File: src/cpuPkg.sv
// core-wide types and constants
package cpuPkg;

	typedef logic [31:0] word_t;
	typedef logic [4:0] regIdx_t;

	typedef enum logic [2:0] {
		ALU_ADD,
		ALU_SUB,
		ALU_AND,
		ALU_OR,
		ALU_XOR,
		ALU_SLT,
		ALU_PASSB
	} aluOp_t;

	typedef enum logic [2:0] {
		BR_NONE,
		BR_EQ,
		BR_NE,
		BR_LT,
		BR_JAL,
		BR_JALR
	} brOp_t;

	// one instruction word, viewed through each base format
	typedef union packed {
		struct packed {
			logic [6:0] funct7;
			regIdx_t rs2;
			regIdx_t rs1;
			logic [2:0] funct3;
			regIdx_t rd;
			logic [6:0] opcode;
		} r;
		struct packed {
			logic [11:0] imm;
			regIdx_t rs1;
			logic [2:0] funct3;
			regIdx_t rd;
			logic [6:0] opcode;
		} i;
		struct packed {
			logic [6:0] immHi;
			regIdx_t rs2;
			regIdx_t rs1;
			logic [2:0] funct3;
			logic [4:0] immLo;
			logic [6:0] opcode;
		} s;
		struct packed {
			logic imm12;
			logic [5:0] imm10to5;
			regIdx_t rs2;
			regIdx_t rs1;
			logic [2:0] funct3;
			logic [3:0] imm4to1;
			logic imm11;
			logic [6:0] opcode;
		} b;
		struct packed {
			logic [19:0] imm;
			regIdx_t rd;
			logic [6:0] opcode;
		} u;
		struct packed {
			logic imm20;
			logic [9:0] imm10to1;
			logic imm11;
			logic [7:0] imm19to12;
			regIdx_t rd;
			logic [6:0] opcode;
		} j;
	} instr_t;

	// major opcodes
	localparam logic [6:0] OPC_OP = 7'b0110011;
	localparam logic [6:0] OPC_OPIMM = 7'b0010011;
	localparam logic [6:0] OPC_LUI = 7'b0110111;
	localparam logic [6:0] OPC_LOAD = 7'b0000011;
	localparam logic [6:0] OPC_STORE = 7'b0100011;
	localparam logic [6:0] OPC_BRANCH = 7'b1100011;
	localparam logic [6:0] OPC_JAL = 7'b1101111;
	localparam logic [6:0] OPC_JALR = 7'b1100111;
	localparam logic [6:0] OPC_SYSTEM = 7'b1110011;

	// operand source in EX
	localparam logic [1:0] FWD_RF = 2'd0;
	localparam logic [1:0] FWD_MEM = 2'd1;
	localparam logic [1:0] FWD_WB = 2'd2;

	localparam word_t PC_RESET = 32'h0000_0000;
	localparam word_t LED_ADDR = 32'h0000_0100;

endpackage

// decoded control bundle
interface decodeIf import cpuPkg::*; ();
	regIdx_t rs1;
	regIdx_t rs2;
	regIdx_t rd;
	word_t imm;
	aluOp_t aluOp;
	brOp_t brOp;
	logic useImm;
	logic regWen;
	logic memRen;
	logic memWen;
	logic isEbreak;

	modport producer (
		output rs1, rs2, rd, imm, aluOp, brOp,
		output useImm, regWen, memRen, memWen, isEbreak
	);
	modport consumer (
		input rs1, rs2, rd, imm, aluOp, brOp,
		input useImm, regWen, memRen, memWen, isEbreak
	);
endinterface

File: src/decoder.sv
// instruction decoder
module decoder import cpuPkg::*; (
	input instr_t instr,
	decodeIf.producer dec
);
	// funct3 map shared by OP and OPIMM
	function automatic aluOp_t aluFromFunct3(logic [2:0] funct3);
		case (funct3)
			3'b010: return ALU_SLT;
			3'b100: return ALU_XOR;
			3'b110: return ALU_OR;
			3'b111: return ALU_AND;
			default: return ALU_ADD;
		endcase
	endfunction

	always_comb begin
		// defaults form a bubble
		dec.rs1 = '0;
		dec.rs2 = '0;
		dec.rd = '0;
		dec.imm = '0;
		dec.aluOp = ALU_ADD;
		dec.brOp = BR_NONE;
		dec.useImm = 1'b0;
		dec.memRen = 1'b0;
		dec.memWen = 1'b0;
		dec.isEbreak = 1'b0;
		case (instr.r.opcode)
			OPC_OP: begin
				dec.rs1 = instr.r.rs1;
				dec.rs2 = instr.r.rs2;
				dec.rd = instr.r.rd;
				// funct7 bit 5 turns add into sub
				if (instr.r.funct3 == 3'b000 && instr.r.funct7[5]) begin
					dec.aluOp = ALU_SUB;
				end else begin
					dec.aluOp = aluFromFunct3(instr.r.funct3);
				end
			end
			OPC_OPIMM, OPC_LOAD, OPC_JALR: begin
				dec.rs1 = instr.i.rs1;
				dec.rd = instr.i.rd;
				dec.imm = {{20{instr.i.imm[11]}}, instr.i.imm};
				dec.useImm = 1'b1;
				if (instr.i.opcode == OPC_OPIMM) begin
					dec.aluOp = aluFromFunct3(instr.i.funct3);
				end
				dec.memRen = (instr.i.opcode == OPC_LOAD);
				// jalr target comes out of the adder
				if (instr.i.opcode == OPC_JALR) begin
					dec.brOp = BR_JALR;
				end
			end
			OPC_LUI: begin
				dec.rd = instr.u.rd;
				dec.imm = {instr.u.imm, 12'b0};
				dec.useImm = 1'b1;
				dec.aluOp = ALU_PASSB;
			end
			OPC_STORE: begin
				dec.rs1 = instr.s.rs1;
				dec.rs2 = instr.s.rs2;
				dec.imm = {{20{instr.s.immHi[6]}}, instr.s.immHi, instr.s.immLo};
				dec.useImm = 1'b1;
				dec.memWen = 1'b1;
			end
			OPC_BRANCH: begin
				dec.rs1 = instr.b.rs1;
				dec.rs2 = instr.b.rs2;
				dec.imm = {{19{instr.b.imm12}}, instr.b.imm12, instr.b.imm11,
					instr.b.imm10to5, instr.b.imm4to1, 1'b0};
				case (instr.b.funct3)
					3'b000: dec.brOp = BR_EQ;
					3'b001: dec.brOp = BR_NE;
					3'b100: dec.brOp = BR_LT;
					default: dec.brOp = BR_NONE;
				endcase
			end
			OPC_JAL: begin
				dec.rd = instr.j.rd;
				dec.imm = {{11{instr.j.imm20}}, instr.j.imm20, instr.j.imm19to12,
					instr.j.imm11, instr.j.imm10to1, 1'b0};
				dec.brOp = BR_JAL;
			end
			OPC_SYSTEM: begin
				// only ebreak, everything else is a bubble
				dec.isEbreak = (instr.i.funct3 == 3'b000) && (instr.i.imm == 12'h001);
			end
			default: begin
			end
		endcase
		// x0 as destination is never a write
		dec.regWen = (dec.rd != '0);
	end

endmodule

File: src/flat_wrapper.sv
// flat-port wrapper written by rule: the top's interface ports become plain ports
module decoder_flat import cpuPkg::*;
  (instr, dec_rs1, dec_rs2, dec_rd, dec_imm, dec_aluOp, dec_brOp, dec_useImm, dec_regWen, dec_memRen, dec_memWen, dec_isEbreak);
  decodeIf dec_i ();
  input instr_t instr;
  output wire logic [$bits(dec_i.rs1)-1:0] dec_rs1;
  output wire logic [$bits(dec_i.rs2)-1:0] dec_rs2;
  output wire logic [$bits(dec_i.rd)-1:0] dec_rd;
  output wire logic [$bits(dec_i.imm)-1:0] dec_imm;
  output wire logic [$bits(dec_i.aluOp)-1:0] dec_aluOp;
  output wire logic [$bits(dec_i.brOp)-1:0] dec_brOp;
  output wire logic [$bits(dec_i.useImm)-1:0] dec_useImm;
  output wire logic [$bits(dec_i.regWen)-1:0] dec_regWen;
  output wire logic [$bits(dec_i.memRen)-1:0] dec_memRen;
  output wire logic [$bits(dec_i.memWen)-1:0] dec_memWen;
  output wire logic [$bits(dec_i.isEbreak)-1:0] dec_isEbreak;
  assign dec_rs1 = dec_i.rs1;
  assign dec_rs2 = dec_i.rs2;
  assign dec_rd = dec_i.rd;
  assign dec_imm = dec_i.imm;
  assign dec_aluOp = dec_i.aluOp;
  assign dec_brOp = dec_i.brOp;
  assign dec_useImm = dec_i.useImm;
  assign dec_regWen = dec_i.regWen;
  assign dec_memRen = dec_i.memRen;
  assign dec_memWen = dec_i.memWen;
  assign dec_isEbreak = dec_i.isEbreak;
  decoder u_core (.instr(instr), .dec(dec_i));
endmodule
File: config.mk
export PLATFORM = sky130hd
export DESIGN_NAME = decoder_flat
export DESIGN_NICKNAME = d
export VERILOG_FILES = /design/src/cpuPkg.sv /design/src/decoder.sv /design/src/flat_wrapper.sv
export SDC_FILE = /design/constraint.sdc
export NUM_CORES = 1
export LEC_CHECK = 0
export BUFFER_PORTS_ARGS = -buffer_cell sky130_fd_sc_hd__buf_2
export CAP_MARGIN = 15
export CORE_MARGIN = 2
export CORE_UTILIZATION = 30
export DETAILED_ROUTE_END_ITERATION = 7
export PLACE_DENSITY = 0.83
export SYNTH_ARGS = -nofsm -noshare
export SYNTH_HDL_FRONTEND = slang
export SYNTH_SLANG_ARGS = --single-unit
File: constraint.sdc
create_clock -name vclk -period 1.27
set_input_delay 0.127 -clock vclk [all_inputs]
set_output_delay 0.127 -clock vclk [all_outputs]
set_load 0.03 [all_outputs]
==> results of run 1 <==
logic make-up after synthesis:
family | share of synthesized area, %
AO/OA/AOI/OAI | 43.0
XOR/XNOR | 2.08
buffers and inverters | 5.65
multiplexers | 3.72
AND/OR/NAND/NOR | 45.5
Yosys cell counts (all sizes together), types with 2 or more instances:
cell / instances / area (µm²)
a21boi: 2 / 26.3
o31ai: 2 / 15.0
a21oi: 4 / 23.8
or2: 2 / 15.0
buf: 7 / 36.3
a22o: 4 / 35.0
a211o: 2 / 17.5
nor4: 4 / 25.0
nand3: 2 / 10.0
a21o: 19 / 143
o21ai: 2 / 13.8
inv: 2 / 7.51
mux2i: 2 / 20.0
nor3: 5 / 35.0
and2: 22 / 138
nor2: 9 / 33.8
nand2: 8 / 30.0
or4: 2 / 18.8
what timing repair did:
action,4_1_cts
buffers inserted,5
pin swaps,26
gates resized for setup,132
endpoints found under the setup margin,57
gates cloned,2
per-stage QoR:
stage	utilization, %	hold WS, ns
2_1_floorplan	-	0.304
3_3_place_gp	68.7	0.615
3_5_place_dp	68.7	0.620
4_1_cts	86.7	0.572
==> impl_metrics.json, run 1 <==
{
  "die_height_um": 56.9,
  "initial_core_util_pct": 31.0,
  "num_io_pins": 90,
  "ys_seq_area_share_pct": 0,
  "syn-cell-area_um2": 841,
  "grt_max_degree": 14,
  "syn_area_per_cell_um2": 6.84,
  "pre_cts_slack_ns": -0.460,
  "synthCells": 123,
  "syn-num-nets": 155,
  "die_w_um": 56.9,
  "placed_area_mm2": 0.00186,
  "yosys_warnings": 0,
  "placed_cells": 273,
  "tool.error": "[ERROR DPL-0033] detailed placement checks failed during check placement.",
  "cts_hold_buf": 0,
  "place.gp.congestion": 0.934,
  "endpoint_type": "output port",
  "hpwlAfterDp_um": 3190,
  "haltStage": "global routing",
  "crit_endpoint": "dec_imm[17]",
  "synth_cell_types": 49,
  "antenna_found_initial": 0,
  "portBuffers": 90,
  "rows": 19,
  "outcome": "aborted with a tool error"
}
==> inputs of run 2 (changes only) <==
--- a/config.mk
+++ b/config.mk
@@ -8,9 +8,9 @@
 export BUFFER_PORTS_ARGS = -buffer_cell sky130_fd_sc_hd__buf_2
 export CAP_MARGIN = 15
 export CORE_MARGIN = 2
-export CORE_UTILIZATION = 30
+export CORE_UTILIZATION = 20
 export DETAILED_ROUTE_END_ITERATION = 7
-export PLACE_DENSITY = 0.83
+export PLACE_DENSITY_LB_ADDON = 0.15
 export SYNTH_ARGS = -nofsm -noshare
 export SYNTH_HDL_FRONTEND = slang
 export SYNTH_SLANG_ARGS = --single-unit
==> constraint.sdc (replaced) <==
create_clock -name vclk -period 1.7
set_input_delay 0.17 -clock vclk [all_inputs]
set_output_delay 0.17 -clock vclk [all_outputs]
set_load 0.03 [all_outputs]
==> run 2 against run 1 <==
Effect of this change:
- the flow now finishes, with violations (negative setup slack)
- area after synthesis is the same
- synthesized cell count unchanged
==> impl_metrics.json, run 2 <==
{
  "outcome": "finished with violations",
  "failed_checks": "negative setup slack",
  "crit_path_frequent_cell": "buf_6",
  "met3_length_um": 236,
  "path_delay_family": "simple AND/OR/NAND/NOR gates",
  "yosys_warnings": 0,
  "grt_pass1_vias": 1232,
  "post_cts_buffers": 0,
  "hpwlAfterDp_um": 2980,
  "irDropWorstVdd_mv": 0.0560,
  "seq_cells": 0,
  "placed_cells": 281,
  "crit_required_ns": 1.53,
  "worst_slew_pin_slew_ns": 0.302,
  "area_delta_synth_final_pct": 101,
  "drt-met1-wl_um": 1510,
  "grt_pass1_wl_um": 5340,
  "dr.pass1.iters": 4,
  "synth.area.top_cells": "a21o_1, and2_1, a22o_1",
  "rows": 23,
  "drc": 0,
  "p_clk_share_pct": 0,
  "cap_violations": 0,
  "syn_area_per_cell_um2": 6.84,
  "synth.most_common_cell": "and2_1",
  "path_max_fanout": 8,
  "coreArea_mm2": 0.00403,
  "leakage_nw": 1.03,
  "antenna_found_initial": 0,
  "drt_iter0_drc": 29,
  "grtUsageTotal_pct": 14.3,
  "finalCritPeriodShare_pct": 104,
  "cp-end-kind": "primary output",
  "setup_violations": 8,
  "hold_violations": 0,
  "wl_met2_um": 1870,
  "synth_cell_types": 49,
  "regArea_um2": 0,
  "utilization_pct": 42.0,
  "setup_ws_ns": -0.0628,
  "crit_arrival_ns": 1.59,
  "drtAntennaViolNets": 0,
  "layout.cells.non_filler": 281,
  "cts_hold_buf": 0,
  "nets": 265,
  "cp-start-kind": "input pin",
  "die_height_um": 68.8,
  "syn-num-nets": 155,
  "routedWlPerCell_um": 12.9,
  "diodes": 0,
  "p_switching_uw": 154,
  "final_common_cell": "buf_2",
  "rsz0062_at_grt": "yes",
  "intPower_uw": 120,
  "path_class": "in -> out",
  "highest_layer": "met4",
  "hold_path.class": "in -> out",
  "p_sw_share_pct": 56.1,
  "clock_buffers": 0,
  "grt_max_degree": 14,
  "drive_gt1_share_pct": 58.0,
  "period_minus_slack_ns": 1.76,
  "netlist.top_cell.by_area": "a21o_1",
  "worst_path_max_delay_cell": "or4_4",
  "syn-cell-area_um2": 841,
  "via_count": 1325,
  "initial_core_util_pct": 20.9,
  "worst_path_largest_cell_delay_ns": 0.53,
  "final_max_slew_viol_count": 0,
  "timing.fmax_mhz": 567,
  "routed_wl_um": 3640,
  "grt_overflow": 0,
  "num_io_pins": 90,
  "place.gp.congestion": 0.758,
  "worstPathBufferInverterCount": 2,
  "die-area_mm2": 0.00474,
  "final_cell_mix": "buf_2, buf_4, and2_1, a21o_1, buf_6",
  "relSlewSlack_pct": 79.7,
  "synthCells": 123,
  "synth_common_cells": "and2_1, a21o_1, nor2_1",
  "synth_top_area_share_pct": 17.0,
  "viasPerCell": 4.72,
  "seqPwrFrac_pct": 0,
  "portBuffers": 90,
  "die_w_um": 68.8,
  "ys_seq_area_share_pct": 0,
  "cp_cell_sequence": "buf_6 > or4_4 > or2_4 > a21boi_4 > a21o_1 > buf_6",
  "power.density_mw_per_mm2": 162,
  "fin_hold_ws_ns": 0.663,
  "combPwrFrac_pct": 100.0
}
-- run 2: path summary, 6_finish.rpt --
check / startpoint / to / slack, ns / cells past startpoint
min: instr[17] / dec_imm[17] / 0.66 / 3
max: instr[3] / dec_imm[18] / -0.06 / 6
-- run 2: area by class of cell --
cell class,count,area [µm²]
Fill cell,439,2340
Timing Repair Buffer,116,781
Tap cell,50,62.6
Inverter,2,7.51
Multi-Input combinational cell,113,841
-- run 2: tightest hold or removal path, stage by stage --
cell	delay, ns
buf_2	0.08
a21o_1	0.11
buf_6	0.13
-- run 2: power groups by stage --
stage	Combinational, mW	Clock (mW)	Sequential (mW)
detailed placement	0.254	0	0
finish	0.274	0	0
floorplan	0.132	0	0
CTS	0.265	0	0
global route	0.301	0	0
global placement	0.255	0	0
-- run 2: cells by family after synthesis --
| group | share of synthesized area (%) |
|---|---|
| buf+inv | 5.65 |
| mux | 3.72 |
| compound gates | 43.0 |
| xor+xnor | 2.08 |
| simple gates | 45.5 |
-- run 2: what timing repair did --
action | CTS | global route
pin swaps | 1 | 5
resized for setup | 24 | 37
setup endpoints to repair | 18 | 37
-- run 2: routing by layer --
| layer | vias up | track usage [%] |
|---|---|---|
| met5 | - | 0 |
| met4 | 0 | 2.45 |
| met3 | 2 | 1.14 |
| met2 | 55 | 26.2 |
| met1 | 587 | 18.2 |
| li1 | 681 | - |
-- run 2: metrics by stage --
step	setup WS (ns)	power [mW]	TNS [ns]	cell area (µm²)
after floorplan	-0.146	0.132	-0.304	858
after global placement	-0.0819	0.255	-0.842	1530
after detailed placement	-0.0941	0.254	-0.975	1530
after CTS	-0.0583	0.265	-0.435	1610
after global routing	-0.127	0.301	-1.12	1690
final	-0.0628	0.274	-0.439	1690
Power figures use the tool's default switching activity.
==> inputs of run 3 (changes only) <==
--- a/config.mk
+++ b/config.mk
@@ -10,7 +10,9 @@
 export CORE_MARGIN = 2
 export CORE_UTILIZATION = 20
 export DETAILED_ROUTE_END_ITERATION = 7
+export GPL_TIMING_DRIVEN = 0
 export PLACE_DENSITY_LB_ADDON = 0.15
+export RECOVER_POWER = 50
 export SYNTH_ARGS = -nofsm -noshare
 export SYNTH_HDL_FRONTEND = slang
 export SYNTH_SLANG_ARGS = --single-unit
==> constraint.sdc (replaced) <==
create_clock -name vclk -period 2.2
set_input_delay 0.22 -clock vclk [all_inputs]
set_output_delay 0.22 -clock vclk [all_outputs]
set_load 0.03 [all_outputs]
==> run 3 against run 2 <==
Effect of this change:
- the flow now finishes without violations
- power decreased by 37%
- non-clock buffer count decreased by 20
- die area unchanged
- flip-flop and latch count unchanged
- global-route usage decreased by 0.67 points
- via count decreased by 6.3%
- worst setup slack improved by 0.23 ns
- cell count decreased by 7.1%
- sequential share of layout area unchanged
- critical path type unchanged
- highest routed layer unchanged
==> impl_metrics.json, run 3 (synthesis results as in run 2) <==
{
  "outcome": "complete, no violations",
  "dr.pass1.iters": 4,
  "coreArea_mm2": 0.00403,
  "post_cts_buffers": 0,
  "crit_path_frequent_cell": "buf_2",
  "drc": 0,
  "relSlewSlack_pct": 69.8,
  "cp-end-kind": "primary output",
  "intPower_uw": 62.8,
  "die_height_um": 68.8,
  "regArea_um2": 0,
  "grt_max_degree": 11,
  "die_w_um": 68.8,
  "num_io_pins": 90,
  "place.gp.congestion": 0.773,
  "hpwlAfterDp_um": 2890,
  "path_max_fanout": 10,
  "irDropWorstVdd_mv": 0.0400,
  "placed_area_mm2": 0.00135,
  "p_sw_share_pct": 63.9,
  "worst_path_max_delay_cell": "or3_1",
  "hold_path.class": "in -> out",
  "rsz0062_at_grt": "no",
  "grt_pass1_vias": 1070,
  "finalCritPeriodShare_pct": 92.3,
  "cp-startpoint": "instr[3]",
  "period_minus_slack_ns": 2.03,
  "routedWlPerCell_um": 13.2,
  "final_max_slew_viol_count": 0,
  "leakage_nw": 0.832,
  "clock_buffers": 0,
  "drive_gt1_share_pct": 41.7,
  "cp_cell_sequence": "buf_2 > buf_2 > nand4bb_2 > or3_1 > a21oi_1 > clkbuf_1",
  "worst_path_largest_cell_delay_ns": 0.42,
  "crit_required_ns": 1.98,
  "nets": 245,
  "viasPerCell": 4.76,
  "combPwrFrac_pct": 100.0,
  "antenna_found_initial": 0,
  "hold_violations": 0,
  "setup_violations": 0,
  "seq_cells": 0,
  "drt_iter0_drc": 37,
  "p_clk_share_pct": 0,
  "final_cell_mix": "buf_2, and2_1, a21o_1",
  "grt_overflow": 0,
  "holdCritStartpoint": "instr[17]",
  "initial_core_util_pct": 20.9,
  "grtUsageTotal_pct": 13.6,
  "portBuffers": 88,
  "cap_violations": 0,
  "die-area_mm2": 0.00474,
  "path_class": "in -> out",
  "seqPwrFrac_pct": 0,
  "cp-start-kind": "input pin",
  "area_delta_synth_final_pct": 58.0,
  "worst_slew_pin_slew_ns": 0.451,
  "fillers": 465,
  "finalSetupTns_ns": 0,
  "layout.cells.non_filler": 261,
  "grt_pass1_wl_um": 5130,
  "crit_arrival_ns": 1.81,
  "diodes": 0,
  "rows": 23,
  "p_switching_uw": 111,
  "via_count": 1242,
  "final_common_cell": "buf_2",
  "placed_cells": 261,
  "routed_wl_um": 3440,
  "power.density_mw_per_mm2": 131,
  "drtAntennaViolNets": 0,
  "design_area_mm2": 0.00133,
  "timing.fmax_mhz": 492,
  "utilization_pct": 33.0
}
run 3: cell count changes in the layout (fill, tap and decap cells not counted), moves of 2 or more:
cell and delta:
clkbuf_2 +6, nor4_1 +2, and2_1 +3, buf_4 -36, clkbuf_4 -8, buf_2 +14, clkbuf_1 +17, buf_6 -14
and2_4 -3
run 3: worst paths after layout:
path,endpoint,slack (ns),depth (start not counted)
setup / recovery,dec_brOp[0],0.17,6
hold / removal,dec_imm[17],0.80,3
run 3: cell type report:
type / count / area, µm² / share of cell area [%]
multi-input cells: 113 / 798 / 60.1
inverters: 2 / 7.51 / 0.565
repair buffers: 88 / 420 / 31.6
plain buffers: 8 / 40.0 / 3.01
well taps: 50 / 62.6 / 4.71
run 3: routing by layer:
metal	wire length, µm	vias to the layer above	track usage (%)
li1	-	636	-
met1	1490	555	19.5
met2	1690	49	23.6
met3	227	2	0.974
met4	24	0	0
met5	0	-	0
run 3: worst max-delay path: cells and delay by family:
family	cells	cell delay [ns]
buffers and inverters	3	0.62
AND/OR/NAND/NOR	2	0.82
AO/OA/AOI/OAI	1	0.15
run 3: what timing repair did:
action	CTS	global route
endpoints found under the setup margin	0	14
hold buffers	0	0
gates resized for setup	0	3
run 3: stage by stage:
stage | power, mW | setup slack, ns | hold WS, ns
floorplan | 0.101 | 0.183 | 0.564
global placement | 0.175 | 0.0673 | 0.801
detailed placement | 0.174 | 0.0756 | 0.798
CTS | 0.175 | 0.0731 | 0.800
global route | 0.191 | 0.0460 | 0.812
finish | 0.174 | 0.169 | 0.798
run 3: power groups by stage:
stage | registers [mW] | logic, mW | clock network (mW)
2_1_floorplan | 0 | 0.101 | 0
3_3_place_gp | 0 | 0.175 | 0
3_5_place_dp | 0 | 0.174 | 0
4_1_cts | 0 | 0.175 | 0
5_1_grt | 0 | 0.191 | 0
6_report | 0 | 0.174 | 0
